$ cat config.mk
export PLATFORM = sky130hd
export DESIGN_NAME = rob_top
export DESIGN_NICKNAME = d
export VERILOG_FILES = /design/src/logic/rob_pkg.sv /design/src/logic/rob_ptr_if.sv /design/src/logic/rob_ptr_ctrl.sv /design/src/logic/rob_entry_array.sv /design/src/logic/rob_recover_fsm.sv /design/src/logic/rob_top.sv
export SDC_FILE = /design/constraint.sdc
export NUM_CORES = 1
export LEC_CHECK = 0
export BUFFER_PORTS_ARGS = -buffer_cell sky130_fd_sc_hd__clkbuf_2
export CORE_MARGIN = 4
export CORE_UTILIZATION = 56
export CTS_CLUSTER_DIAMETER = 120
export DETAILED_ROUTE_END_ITERATION = 8
export PLACE_DENSITY = 0.74
export SLEW_MARGIN = 20
export SYNTH_ARGS = -nofsm -noshare
export SYNTH_HDL_FRONTEND = slang
export SYNTH_SLANG_ARGS = --single-unit
$ cat constraint.sdc
create_clock -name clk_i -period 3.6 [get_ports clk_i]
set_clock_uncertainty 0.1 [all_clocks]
set_input_delay 0.72 -clock clk_i [delete_from_list [all_inputs] [get_ports clk_i]]
set_output_delay 0.72 -clock clk_i [all_outputs]
set_load 0.03 [all_outputs]
$ cat src/logic/rob_pkg.sv
// ROB package: sizes, index widths, pointer, entry and FSM state types
package rob_pkg;

    // ========================================
    // Lane counts
    // ========================================
    // Dispatch lanes per cycle
    localparam int DP_WIDTH    = 2;
    // Completion bus lanes
    localparam int CDB_WIDTH   = 2;
    // Retire lanes per cycle
    localparam int RT_WIDTH    = 2;

    // ========================================
    // Storage sizes
    // ========================================
    localparam int ROB_ENTRIES = 16;
    localparam int ROB_IDX_W   = $clog2(ROB_ENTRIES);
    // 32 architectural registers
    localparam int ARCH_REG_W  = 5;
    // 64 physical registers
    localparam int TAG_W       = 6;
    // Per-cycle dispatch or retire count, 0 to 2
    localparam int CNT_W       = $clog2(DP_WIDTH + 1);

    // Index plus wrap bit in the MSB
    typedef logic [ROB_IDX_W:0] rob_ptr_t;
    typedef logic [CNT_W-1:0]   rob_cnt_t;

    // One stored entry, 21 bits
    typedef struct packed {
        logic                  valid;
        logic                  complete;
        logic                  mispredict;
        logic                  is_branch;
        logic [ARCH_REG_W-1:0] arch_reg;
        logic [TAG_W-1:0]      tag;
        logic [TAG_W-1:0]      tag_old;
    } rob_entry_t;

    // Recovery FSM states
    typedef enum logic [1:0] {
        ST_IDLE,
        ST_WAIT,
        ST_FLUSH
    } rob_state_e;

endpackage

$ cat src/logic/rob_ptr_if.sv
// ROB pointer bus: head/tail from the counter, lane counts and flush back to it
interface rob_ptr_if;
    import rob_pkg::*;

    // Wrap-bit pointers, owned by the counter
    rob_ptr_t head;
    rob_ptr_t tail;
    // Accepted dispatches this cycle
    rob_cnt_t dp_count;
    // Retiring entries this cycle
    rob_cnt_t rt_count;
    // One-cycle precise-state flush
    logic     flush;

    // Pointer counter side
    modport ctrl (
        output head,
        output tail,
        input  dp_count,
        input  rt_count,
        input  flush
    );

    // Entry array side
    modport array (
        input  head,
        input  tail,
        input  flush,
        output dp_count,
        output rt_count
    );

    // Recovery FSM only drives flush
    modport fsm (output flush);

endinterface

$ cat src/logic/rob_ptr_ctrl.sv
// ROB pointer counter holding head and tail with wrap bits, free count and dispatch readiness
module rob_ptr_ctrl (
    input  logic                         clk_i,
    input  logic                         rst_i,
    rob_ptr_if.ctrl                      ptr,
    input  logic                         stall_i,
    output logic [rob_pkg::DP_WIDTH-1:0] rob_ready_o
);
    import rob_pkg::*;

    // ========================================
    // Pointer state
    // ========================================
    rob_ptr_t             head_q;
    rob_ptr_t             tail_q;

    // Occupancy decode
    logic [ROB_IDX_W:0]   used_cnt;
    logic [ROB_IDX_W:0]   free_cnt;

    assign ptr.head = head_q;
    assign ptr.tail = tail_q;

    // ========================================
    // Occupancy and ready
    // ========================================
    // Wrap bit makes the distance 0 when empty and 16 when full
    assign used_cnt = tail_q - head_q;
    assign free_cnt = (ROB_IDX_W+1)'(ROB_ENTRIES) - used_cnt;

    // Thermometer where bit i means more than i free slots
    always_comb begin
        for (int i = 0; i < DP_WIDTH; i++) begin
            rob_ready_o[i] = !stall_i && (free_cnt > (ROB_IDX_W+1)'(i));
        end
    end

    // ========================================
    // Pointer update
    // ========================================
    always_ff @(posedge clk_i) begin
        if (rst_i || ptr.flush) begin
            // Back to the empty precise state
            head_q <= '0;
            tail_q <= '0;
        end else begin
            // Retire moves head and dispatch moves tail
            head_q <= head_q + rob_ptr_t'(ptr.rt_count);
            tail_q <= tail_q + rob_ptr_t'(ptr.dp_count);
        end
    end

endmodule

$ cat src/logic/rob_entry_array.sv
// ROB entry array: dispatch writes, CDB/branch marking and in-order retire select
module rob_entry_array (
    input  logic                                                      clk_i,
    input  logic                                                      rst_i,
    rob_ptr_if.array                                                  ptr,
    // Dispatch lanes
    input  logic [rob_pkg::DP_WIDTH-1:0]                              dp_en_i,
    input  logic [rob_pkg::DP_WIDTH-1:0][rob_pkg::ARCH_REG_W-1:0]     dp_arch_reg_i,
    input  logic [rob_pkg::DP_WIDTH-1:0][rob_pkg::TAG_W-1:0]          dp_tag_i,
    input  logic [rob_pkg::DP_WIDTH-1:0][rob_pkg::TAG_W-1:0]          dp_tag_old_i,
    input  logic [rob_pkg::DP_WIDTH-1:0]                              dp_is_br_i,
    // Completion bus
    input  logic [rob_pkg::CDB_WIDTH-1:0]                             cdb_valid_i,
    input  logic [rob_pkg::CDB_WIDTH-1:0][rob_pkg::ROB_IDX_W-1:0]     cdb_rob_idx_i,
    // Branch resolver
    input  logic                                                      br_valid_i,
    input  logic                                                      br_mispredict_i,
    input  logic [rob_pkg::ROB_IDX_W-1:0]                             br_rob_idx_i,
    // Retire lanes
    output logic [rob_pkg::RT_WIDTH-1:0]                              rt_valid_o,
    output logic [rob_pkg::RT_WIDTH-1:0][rob_pkg::ARCH_REG_W-1:0]     rt_arch_reg_o,
    output logic [rob_pkg::RT_WIDTH-1:0][rob_pkg::TAG_W-1:0]          rt_tag_o,
    output logic [rob_pkg::RT_WIDTH-1:0][rob_pkg::TAG_W-1:0]          rt_tag_old_o,
    output logic                                                      rt_mispredict_o
);
    import rob_pkg::*;

    // ========================================
    // Storage and lane indices
    // ========================================
    rob_entry_t                            rob_q [ROB_ENTRIES];

    logic [ROB_IDX_W-1:0]                  head_idx;
    logic [ROB_IDX_W-1:0]                  tail_idx;
    logic [DP_WIDTH-1:0][ROB_IDX_W-1:0]    dp_idx;
    logic [RT_WIDTH-1:0][ROB_IDX_W-1:0]    rt_idx;
    rob_cnt_t                              dp_count_w;
    rob_cnt_t                              rt_count_w;
    // Still retiring in order, cleared at a gap or a mispredict
    logic                                  retire_run;

    assign head_idx = ptr.head[ROB_IDX_W-1:0];
    assign tail_idx = ptr.tail[ROB_IDX_W-1:0];

    // Dispatch slots at tail, tail+1, wrapping mod 16
    always_comb begin
        dp_count_w = '0;
        for (int i = 0; i < DP_WIDTH; i++) begin
            dp_idx[i]  = tail_idx + ROB_IDX_W'(i);
            dp_count_w = dp_count_w + rob_cnt_t'(dp_en_i[i]);
        end
    end

    // ========================================
    // Retire selection
    // ========================================
    always_comb begin
        // Nothing retires in the flush cycle
        retire_run      = !ptr.flush;
        rt_mispredict_o = 1'b0;
        rt_count_w      = '0;
        for (int i = 0; i < RT_WIDTH; i++) begin
            rt_idx[i]        = head_idx + ROB_IDX_W'(i);
            rt_valid_o[i]    = retire_run && rob_q[rt_idx[i]].valid &&
                               rob_q[rt_idx[i]].complete;
            rt_arch_reg_o[i] = rob_q[rt_idx[i]].arch_reg;
            rt_tag_o[i]      = rob_q[rt_idx[i]].tag;
            rt_tag_old_o[i]  = rob_q[rt_idx[i]].tag_old;
            rt_mispredict_o  = rt_mispredict_o ||
                               (rt_valid_o[i] && rob_q[rt_idx[i]].mispredict);
            rt_count_w       = rt_count_w + rob_cnt_t'(rt_valid_o[i]);
            // Younger lanes stop after a mispredicted branch
            retire_run       = rt_valid_o[i] && !rob_q[rt_idx[i]].mispredict;
        end
    end

    assign ptr.dp_count = dp_count_w;
    assign ptr.rt_count = rt_count_w;

    // ========================================
    // Entry update
    // ========================================
    always_ff @(posedge clk_i) begin
        if (rst_i || ptr.flush) begin
            // Flags only, payload left stale
            for (int e = 0; e < ROB_ENTRIES; e++) begin
                rob_q[e].valid      <= 1'b0;
                rob_q[e].complete   <= 1'b0;
                rob_q[e].mispredict <= 1'b0;
            end
        end else begin
            // CDB completion
            for (int c = 0; c < CDB_WIDTH; c++) begin
                if (cdb_valid_i[c]) begin
                    rob_q[cdb_rob_idx_i[c]].complete <= 1'b1;
                end
            end
            // Mispredict flag, branch entries only
            if (br_valid_i && br_mispredict_i && rob_q[br_rob_idx_i].is_branch) begin
                rob_q[br_rob_idx_i].mispredict <= 1'b1;
            end
            // Free retired slots, after marking so no stale complete survives
            for (int r = 0; r < RT_WIDTH; r++) begin
                if (rt_valid_o[r]) begin
                    rob_q[rt_idx[r]].valid      <= 1'b0;
                    rob_q[rt_idx[r]].complete   <= 1'b0;
                    rob_q[rt_idx[r]].mispredict <= 1'b0;
                end
            end
            // New entries at tail
            for (int d = 0; d < DP_WIDTH; d++) begin
                if (dp_en_i[d]) begin
                    rob_q[dp_idx[d]] <= '{valid:      1'b1,
                                          complete:   1'b0,
                                          mispredict: 1'b0,
                                          is_branch:  dp_is_br_i[d],
                                          arch_reg:   dp_arch_reg_i[d],
                                          tag:        dp_tag_i[d],
                                          tag_old:    dp_tag_old_i[d]};
                end
            end
        end
    end

endmodule

$ cat src/logic/rob_recover_fsm.sv
// ROB recovery FSM: stalls dispatch after a mispredict, then flushes for one cycle
module rob_recover_fsm (
    input  logic    clk_i,
    input  logic    rst_i,
    rob_ptr_if.fsm  ptr,
    input  logic    br_valid_i,
    input  logic    br_mispredict_i,
    input  logic    rt_mispredict_i,
    output logic    stall_o,
    output logic    flush_o
);
    import rob_pkg::*;

    // ========================================
    // State register
    // ========================================
    rob_state_e state_q;
    rob_state_e state_d;

    always_ff @(posedge clk_i) begin
        if (rst_i) begin
            state_q <= ST_IDLE;
        end else begin
            state_q <= state_d;
        end
    end

    // ========================================
    // Next state
    // ========================================
    always_comb begin
        state_d = state_q;
        case (state_q)
            ST_IDLE: begin
                // Resolver reports a wrong-path branch
                if (br_valid_i && br_mispredict_i) begin
                    state_d = ST_WAIT;
                end
            end
            ST_WAIT: begin
                // Hold until the bad branch leaves the head
                if (rt_mispredict_i) begin
                    state_d = ST_FLUSH;
                end
            end
            ST_FLUSH: begin
                // Single cycle, pointers and valids clear at its end
                state_d = ST_IDLE;
            end
            default: begin
                state_d = ST_IDLE;
            end
        endcase
    end

    // ========================================
    // Outputs
    // ========================================
    // No dispatch while waiting or flushing
    assign stall_o  = (state_q != ST_IDLE);
    assign flush_o  = (state_q == ST_FLUSH);
    assign ptr.flush = flush_o;

endmodule

$ cat src/logic/rob_top.sv
// ROB top level: two-wide dispatch, CDB completion, in-order retire and flush
module rob_top (
    input  logic                                                   clk_i,
    input  logic                                                   rst_i,
    // Dispatch handshake
    output logic [rob_pkg::DP_WIDTH-1:0]                           rob_ready_o,
    input  logic [rob_pkg::DP_WIDTH-1:0]                           dp_en_i,
    input  logic [rob_pkg::DP_WIDTH-1:0][rob_pkg::ARCH_REG_W-1:0]  dp_arch_reg_i,
    input  logic [rob_pkg::DP_WIDTH-1:0][rob_pkg::TAG_W-1:0]       dp_tag_i,
    input  logic [rob_pkg::DP_WIDTH-1:0][rob_pkg::TAG_W-1:0]       dp_tag_old_i,
    input  logic [rob_pkg::DP_WIDTH-1:0]                           dp_is_br_i,
    // Lane 0 index, lane 1 is the next slot
    output logic [rob_pkg::ROB_IDX_W-1:0]                          dp_rob_idx_o,
    // Completion bus
    input  logic [rob_pkg::CDB_WIDTH-1:0]                          cdb_valid_i,
    input  logic [rob_pkg::CDB_WIDTH-1:0][rob_pkg::ROB_IDX_W-1:0]  cdb_rob_idx_i,
    // Branch resolver
    input  logic                                                   br_valid_i,
    input  logic                                                   br_mispredict_i,
    input  logic [rob_pkg::ROB_IDX_W-1:0]                          br_rob_idx_i,
    // Retire to map table and free list
    output logic [rob_pkg::RT_WIDTH-1:0]                           rt_valid_o,
    output logic [rob_pkg::RT_WIDTH-1:0][rob_pkg::ARCH_REG_W-1:0]  rt_arch_reg_o,
    output logic [rob_pkg::RT_WIDTH-1:0][rob_pkg::TAG_W-1:0]       rt_tag_o,
    output logic [rob_pkg::RT_WIDTH-1:0][rob_pkg::TAG_W-1:0]       rt_tag_old_o,
    // Precise-state flush
    output logic                                                   flush_o
);
    import rob_pkg::*;

    // ========================================
    // Internal links
    // ========================================
    rob_ptr_if ptr_if ();

    logic stall;
    logic rt_mispredict;

    // Slot for lane 0 is the tail index
    assign dp_rob_idx_o = ptr_if.tail[ROB_IDX_W-1:0];

    // ========================================
    // Blocks
    // ========================================
    rob_ptr_ctrl u_ptr_ctrl (
        .clk_i       (clk_i),
        .rst_i       (rst_i),
        .ptr         (ptr_if.ctrl),
        .stall_i     (stall),
        .rob_ready_o (rob_ready_o)
    );

    rob_entry_array u_entry_array (
        .clk_i           (clk_i),
        .rst_i           (rst_i),
        .ptr             (ptr_if.array),
        .dp_en_i         (dp_en_i),
        .dp_arch_reg_i   (dp_arch_reg_i),
        .dp_tag_i        (dp_tag_i),
        .dp_tag_old_i    (dp_tag_old_i),
        .dp_is_br_i      (dp_is_br_i),
        .cdb_valid_i     (cdb_valid_i),
        .cdb_rob_idx_i   (cdb_rob_idx_i),
        .br_valid_i      (br_valid_i),
        .br_mispredict_i (br_mispredict_i),
        .br_rob_idx_i    (br_rob_idx_i),
        .rt_valid_o      (rt_valid_o),
        .rt_arch_reg_o   (rt_arch_reg_o),
        .rt_tag_o        (rt_tag_o),
        .rt_tag_old_o    (rt_tag_old_o),
        .rt_mispredict_o (rt_mispredict)
    );

    // Dispatch stall and flush timing
    rob_recover_fsm u_recover_fsm (
        .clk_i           (clk_i),
        .rst_i           (rst_i),
        .ptr             (ptr_if.fsm),
        .br_valid_i      (br_valid_i),
        .br_mispredict_i (br_mispredict_i),
        .rt_mispredict_i (rt_mispredict),
        .stall_o         (stall),
        .flush_o         (flush_o)
    );

endmodule

==> results.sh <==
export IMPL_nFillCells=2509
export IMPL_cts_buffers=39
export IMPL_rows=69
export IMPL_stdcell_area_mm2=0.0238
export IMPL_synth_top_family_by_area="multiplexers"
export IMPL_clockBufferDepth=3
export IMPL_synth_seq_cells=348
export IMPL_utilization_pct=66.7
export IMPL_sw_frac_of_total_pct=26.1
export IMPL_relSlewSlack_pct=39.8
export IMPL_failed_checks="negative setup slack"
export IMPL_clock_sinks=348
export IMPL_path_cells="buf_8 > and3_4 > buf_4 > xor2_4 > buf_12 > bufbuf_16 > nand2_1 > a31oi_4 > clkbuf_8"
export IMPL_final_nets=1662
export IMPL_port_buffers=98
export IMPL_grt_pass1_vias=15900
export IMPL_cts_tree="built"
export IMPL_post_dp_hpwl_um=44800
export IMPL_criticalPathCategory="flop to output port"
export IMPL_synth_ff_type="edfxtp_1"
export IMPL_grt_max_degree=64
export IMPL_vias=16300
export IMPL_rsz0062_at_grt="true"
export IMPL_cts_max_level=2
export IMPL_start_util_pct=57.0
export IMPL_fmax_mhz=278
export IMPL_crit_path_end_kind="output port"
export IMPL_drc_errors=0
export IMPL_firstDrtPassIters=8
export IMPL_setup_violations=1
export IMPL_synth_distinct_cells=68
export IMPL_rr_endpoint="u_entry_array.rob_q[7][20]"
export IMPL_max_cap_violations=0
export IMPL_tightestPinTransition_ns=0.890
export IMPL_place_area_mm2=0.0218
export IMPL_reg2reg_depth=8
export IMPL_wire_per_inst_um=36.4
export IMPL_ant_nets=0
export IMPL_multi_input_area_mm2=0.0101
export IMPL_switchingPower_mw=2.48
export IMPL_avgSynthCellArea_um2=13.4
export IMPL_synthCells=1514
export IMPL_synth_compound_area_share_pct=16.5
export IMPL_tns_ns=-0.00263
export IMPL_crit_arrival_ns=2.78
export IMPL_p_clk_share_pct=40.1
export IMPL_slew_viol_final=0
export IMPL_yosysWarnings=0
export IMPL_p_int_mw=7.04
export IMPL_hold_viol=0
export IMPL_grt_overflow=0
export IMPL_synth_top_area_share_pct=42.5
export IMPL_seq_area_frac_synth_pct=48.4
export IMPL_min_period_ns=3.60
export IMPL_powerDensity_mw_per_mm2=400
export IMPL_synth_edf_count=288
export IMPL_muxShareOfSynthArea_pct=19.4
export IMPL_gp_congestion=0.926
export IMPL_yosys_area_share_simple_pct=9.22
export IMPL_reg2reg_slack_ns=0.35
export IMPL_synth_xor_area_share_pct=0.640
export IMPL_cp_data_required_time_ns=2.78
export IMPL_p_seq_share_pct=47.2
export IMPL_status="complete, but fails checks"
export IMPL_grt_usage_pct=37.5
export IMPL_dieArea_mm2=0.0394
export IMPL_wirelength_um=75800
export IMPL_cts_root_buf="clkbuf_16"
export IMPL_power_leakage_nw=7.82
export IMPL_yosysTopAreaCell="edfxtp_1"
export IMPL_pwr_share_comb_pct=12.7
export IMPL_syn2layout_area_growth_pct=17.0
export IMPL_async_reset_ff_share_pct=0
export IMPL_critPathLaunchType="flop"
export IMPL_startpoint="u_ptr_ctrl.ptr.head[1]"
export IMPL_synth_nets=1588
export IMPL_drt_vias_per_instance=7.86
export IMPL_fp_dieH_um=199
export IMPL_endpoint="rt_tag_old_o[9]"
export IMPL_yosys_area_share_adder_pct=1.22
export IMPL_io_pins=99
export IMPL_layout_setup_ws_ns=-0.00263
export IMPL_clock_latency_ns=0.56
export IMPL_slowest_delay_ns=0.41
export IMPL_period_share_pct=100
export IMPL_clk_pin_slew_ns=0.06
export IMPL_ir_worst_vdd_mv=0.375
export IMPL_r2r_start="u_ptr_ctrl.ptr.head[0]"
export IMPL_antenna_found_initial=6
export IMPL_drive_gt1_share_pct=34.3
export IMPL_slowest_stage="dfxtp_4"
export IMPL_crit_fanout=17
export IMPL_regArea_mm2=0.00986
export IMPL_syn_area_mm2=0.0203
export IMPL_grt_pass1_wl_um=107000
export IMPL_core_region_area_mm2=0.0357
export IMPL_die_w_um=199
export IMPL_ys_top_cells_by_area="edfxtp_1, mux4_2, a22o_1, dfxtp_1, nand2_1"
export IMPL_hold_class="flop to flop"
export IMPL_drt_iter0_drc=2914
cells by family (layout without fill, tap and decap cells):
logic type                 Yosys count  in the layout
buffers and inverters              216            318
DFF                                348            348
other                                0              4
AOI/OAI and AO/OA                  396            396
xor gates and xnor gates            14             14
adders and majority gates           18             18
muxes                              180            180
and+or+nand+nor                    342            342
cell type report:
cell class	count	area share, %
repair buffers	225	8.34
flip-flops and latches	348	41.5
clock inverters	16	0.484
multi-input cells	950	42.4
diodes	4	0.0421
clock buffers	53	4.50
well taps	461	2.43
inverters	24	0.389
how the worst min path moves through the flow:
stage | start | endpoint | slack [ns] | cells past startpoint
after floorplan | u_entry_array.rob_q[4][20] | u_entry_array.rob_q[4][20] | 0.34 | 2
after global placement | u_entry_array.rob_q[7][20] | u_entry_array.rob_q[7][20] | 0.35 | 2
after detailed placement | u_entry_array.rob_q[4][20] | u_entry_array.rob_q[4][20] | 0.37 | 2
after CTS | u_entry_array.rob_q[4][20] | u_entry_array.rob_q[4][20] | 0.38 | 2
after global routing | u_entry_array.rob_q[11][20] | u_entry_array.rob_q[11][20] | 0.39 | 2
final | u_entry_array.rob_q[9][20] | u_entry_array.rob_q[9][20] | 0.38 | 2
per-stage QoR:
step	instances	worst slack, ns	power [mW]	hold WS [ns]
floorplan	1514	0.0208	5.28	0.341
global placement	1972	0.281	5.63	0.355
detailed placement	1972	0.184	5.65	0.369
CTS	2059	-0.00922	9.43	0.375
global route	2077	-0.0231	9.73	0.392
finish	2081	-0.00263	9.52	0.377
Yosys cell counts (7+ instances only):
master	number
nand2_1	124
a222oi_1	15
nor2b_1	13
buf_4	7
clkbuf_1	73
nor2_1	44
a31oi_1	24
mux4_2	165
and3_1	22
nor4_2	20
a22o_1	290
nor3_1	17
nand3_1	28
nor3b_1	13
nand2b_1	7
ha_1	15
edfxtp_1	288
buf_1	45
a21oi_1	8
o21bai_1	12
a22oi_1	7
xnor2_1	9
dfxtp_1	60
buf_2	63
or2_2	17
inv_1	23
mux2i_1	9
o21ai_0	9
nand4_1	7
placed cells by master, fill, tap and decap left out, types with 5 or more instances in the layout:
master / Yosys / routed
a22o_1: 290 / 290
edfxtp_1: 288 / 288
mux4_2: 165 / 165
nand2_1: 124 / 123
buf_4: 7 / 96
clkbuf_2: 0 / 78
dfxtp_1: 60 / 56
clkbuf_16: 0 / 46
nor2_1: 44 / 37
nand3_1: 28 / 28
nor4_4: 0 / 20
inv_1: 23 / 19
and3_1: 22 / 19
or2_2: 17 / 17
nor3_1: 17 / 16
a222oi_1: 15 / 15
buf_12: 0 / 15
nor2b_1: 13 / 13
nor3b_1: 13 / 13
o21bai_1: 12 / 12
ha_1: 15 / 12
buf_6: 4 / 12
a31oi_2: 0 / 11
clkbuf_1: 73 / 11
mux2i_1: 9 / 9
o21ai_0: 9 / 9
nand4_1: 7 / 7
a22oi_1: 7 / 7
xnor2_1: 9 / 7
nor3_2: 6 / 7
a31oi_1: 24 / 7
nand2b_1: 7 / 6
nor2_2: 0 / 6
a31oi_4: 0 / 6
clkinv_1: 0 / 6
clkinv_2: 0 / 6
clkbuf_8: 0 / 6
a21oi_1: 8 / 5
buf_16: 0 / 5
buf_2: 63 / 5
power by group through the flow:
stage               Sequential [mW]  Clock (mW)  Combinational (mW)
global route                   4.50        3.98                1.26
floorplan                      4.55           0               0.725
CTS                            4.49        3.81                1.14
finish                         4.49        3.82                1.21
global placement               4.57           0                1.06
detailed placement             4.57           0                1.08
state kept, by name, indices dropped and copies added (netlist names):
register               flops
u_ptr_ctrl.ptr.head        5
u_ptr_ctrl.ptr.tail        5
u_entry_array.rob_q      336
u_recover_fsm.state_q      2
worst max-delay path, delay by kind of cell (launching register included):
family / cells / cell delay (ns)
AOI/OAI and AO/OA: 1 / 0.27
xor gates and xnor gates: 1 / 0.17
buffers and inverters: 5 / 0.99
DFF: 1 / 0.41
and+or+nand+nor: 2 / 0.37
routing by layer:
layer  global-route usage (%)  vias to the layer above  part of all wire [%]
met5                        0                        -                 0.051
met4                     19.5                        6                   6.2
met3                     14.6                      366                    16
met2                     54.8                     1576                    44
met1                     49.0                     8046                    34
li1                         -                     6355                     -
what timing repair did:
item / CTS / global route
hold buffers: 0 / 0
gates resized for setup: 42 / 49
cloned: 2 / 7
buffers inserted: 16 / 12
setup endpoints to repair: 37 / 33
pin swaps: 5 / 4
(Power assumes the default switching activity.)
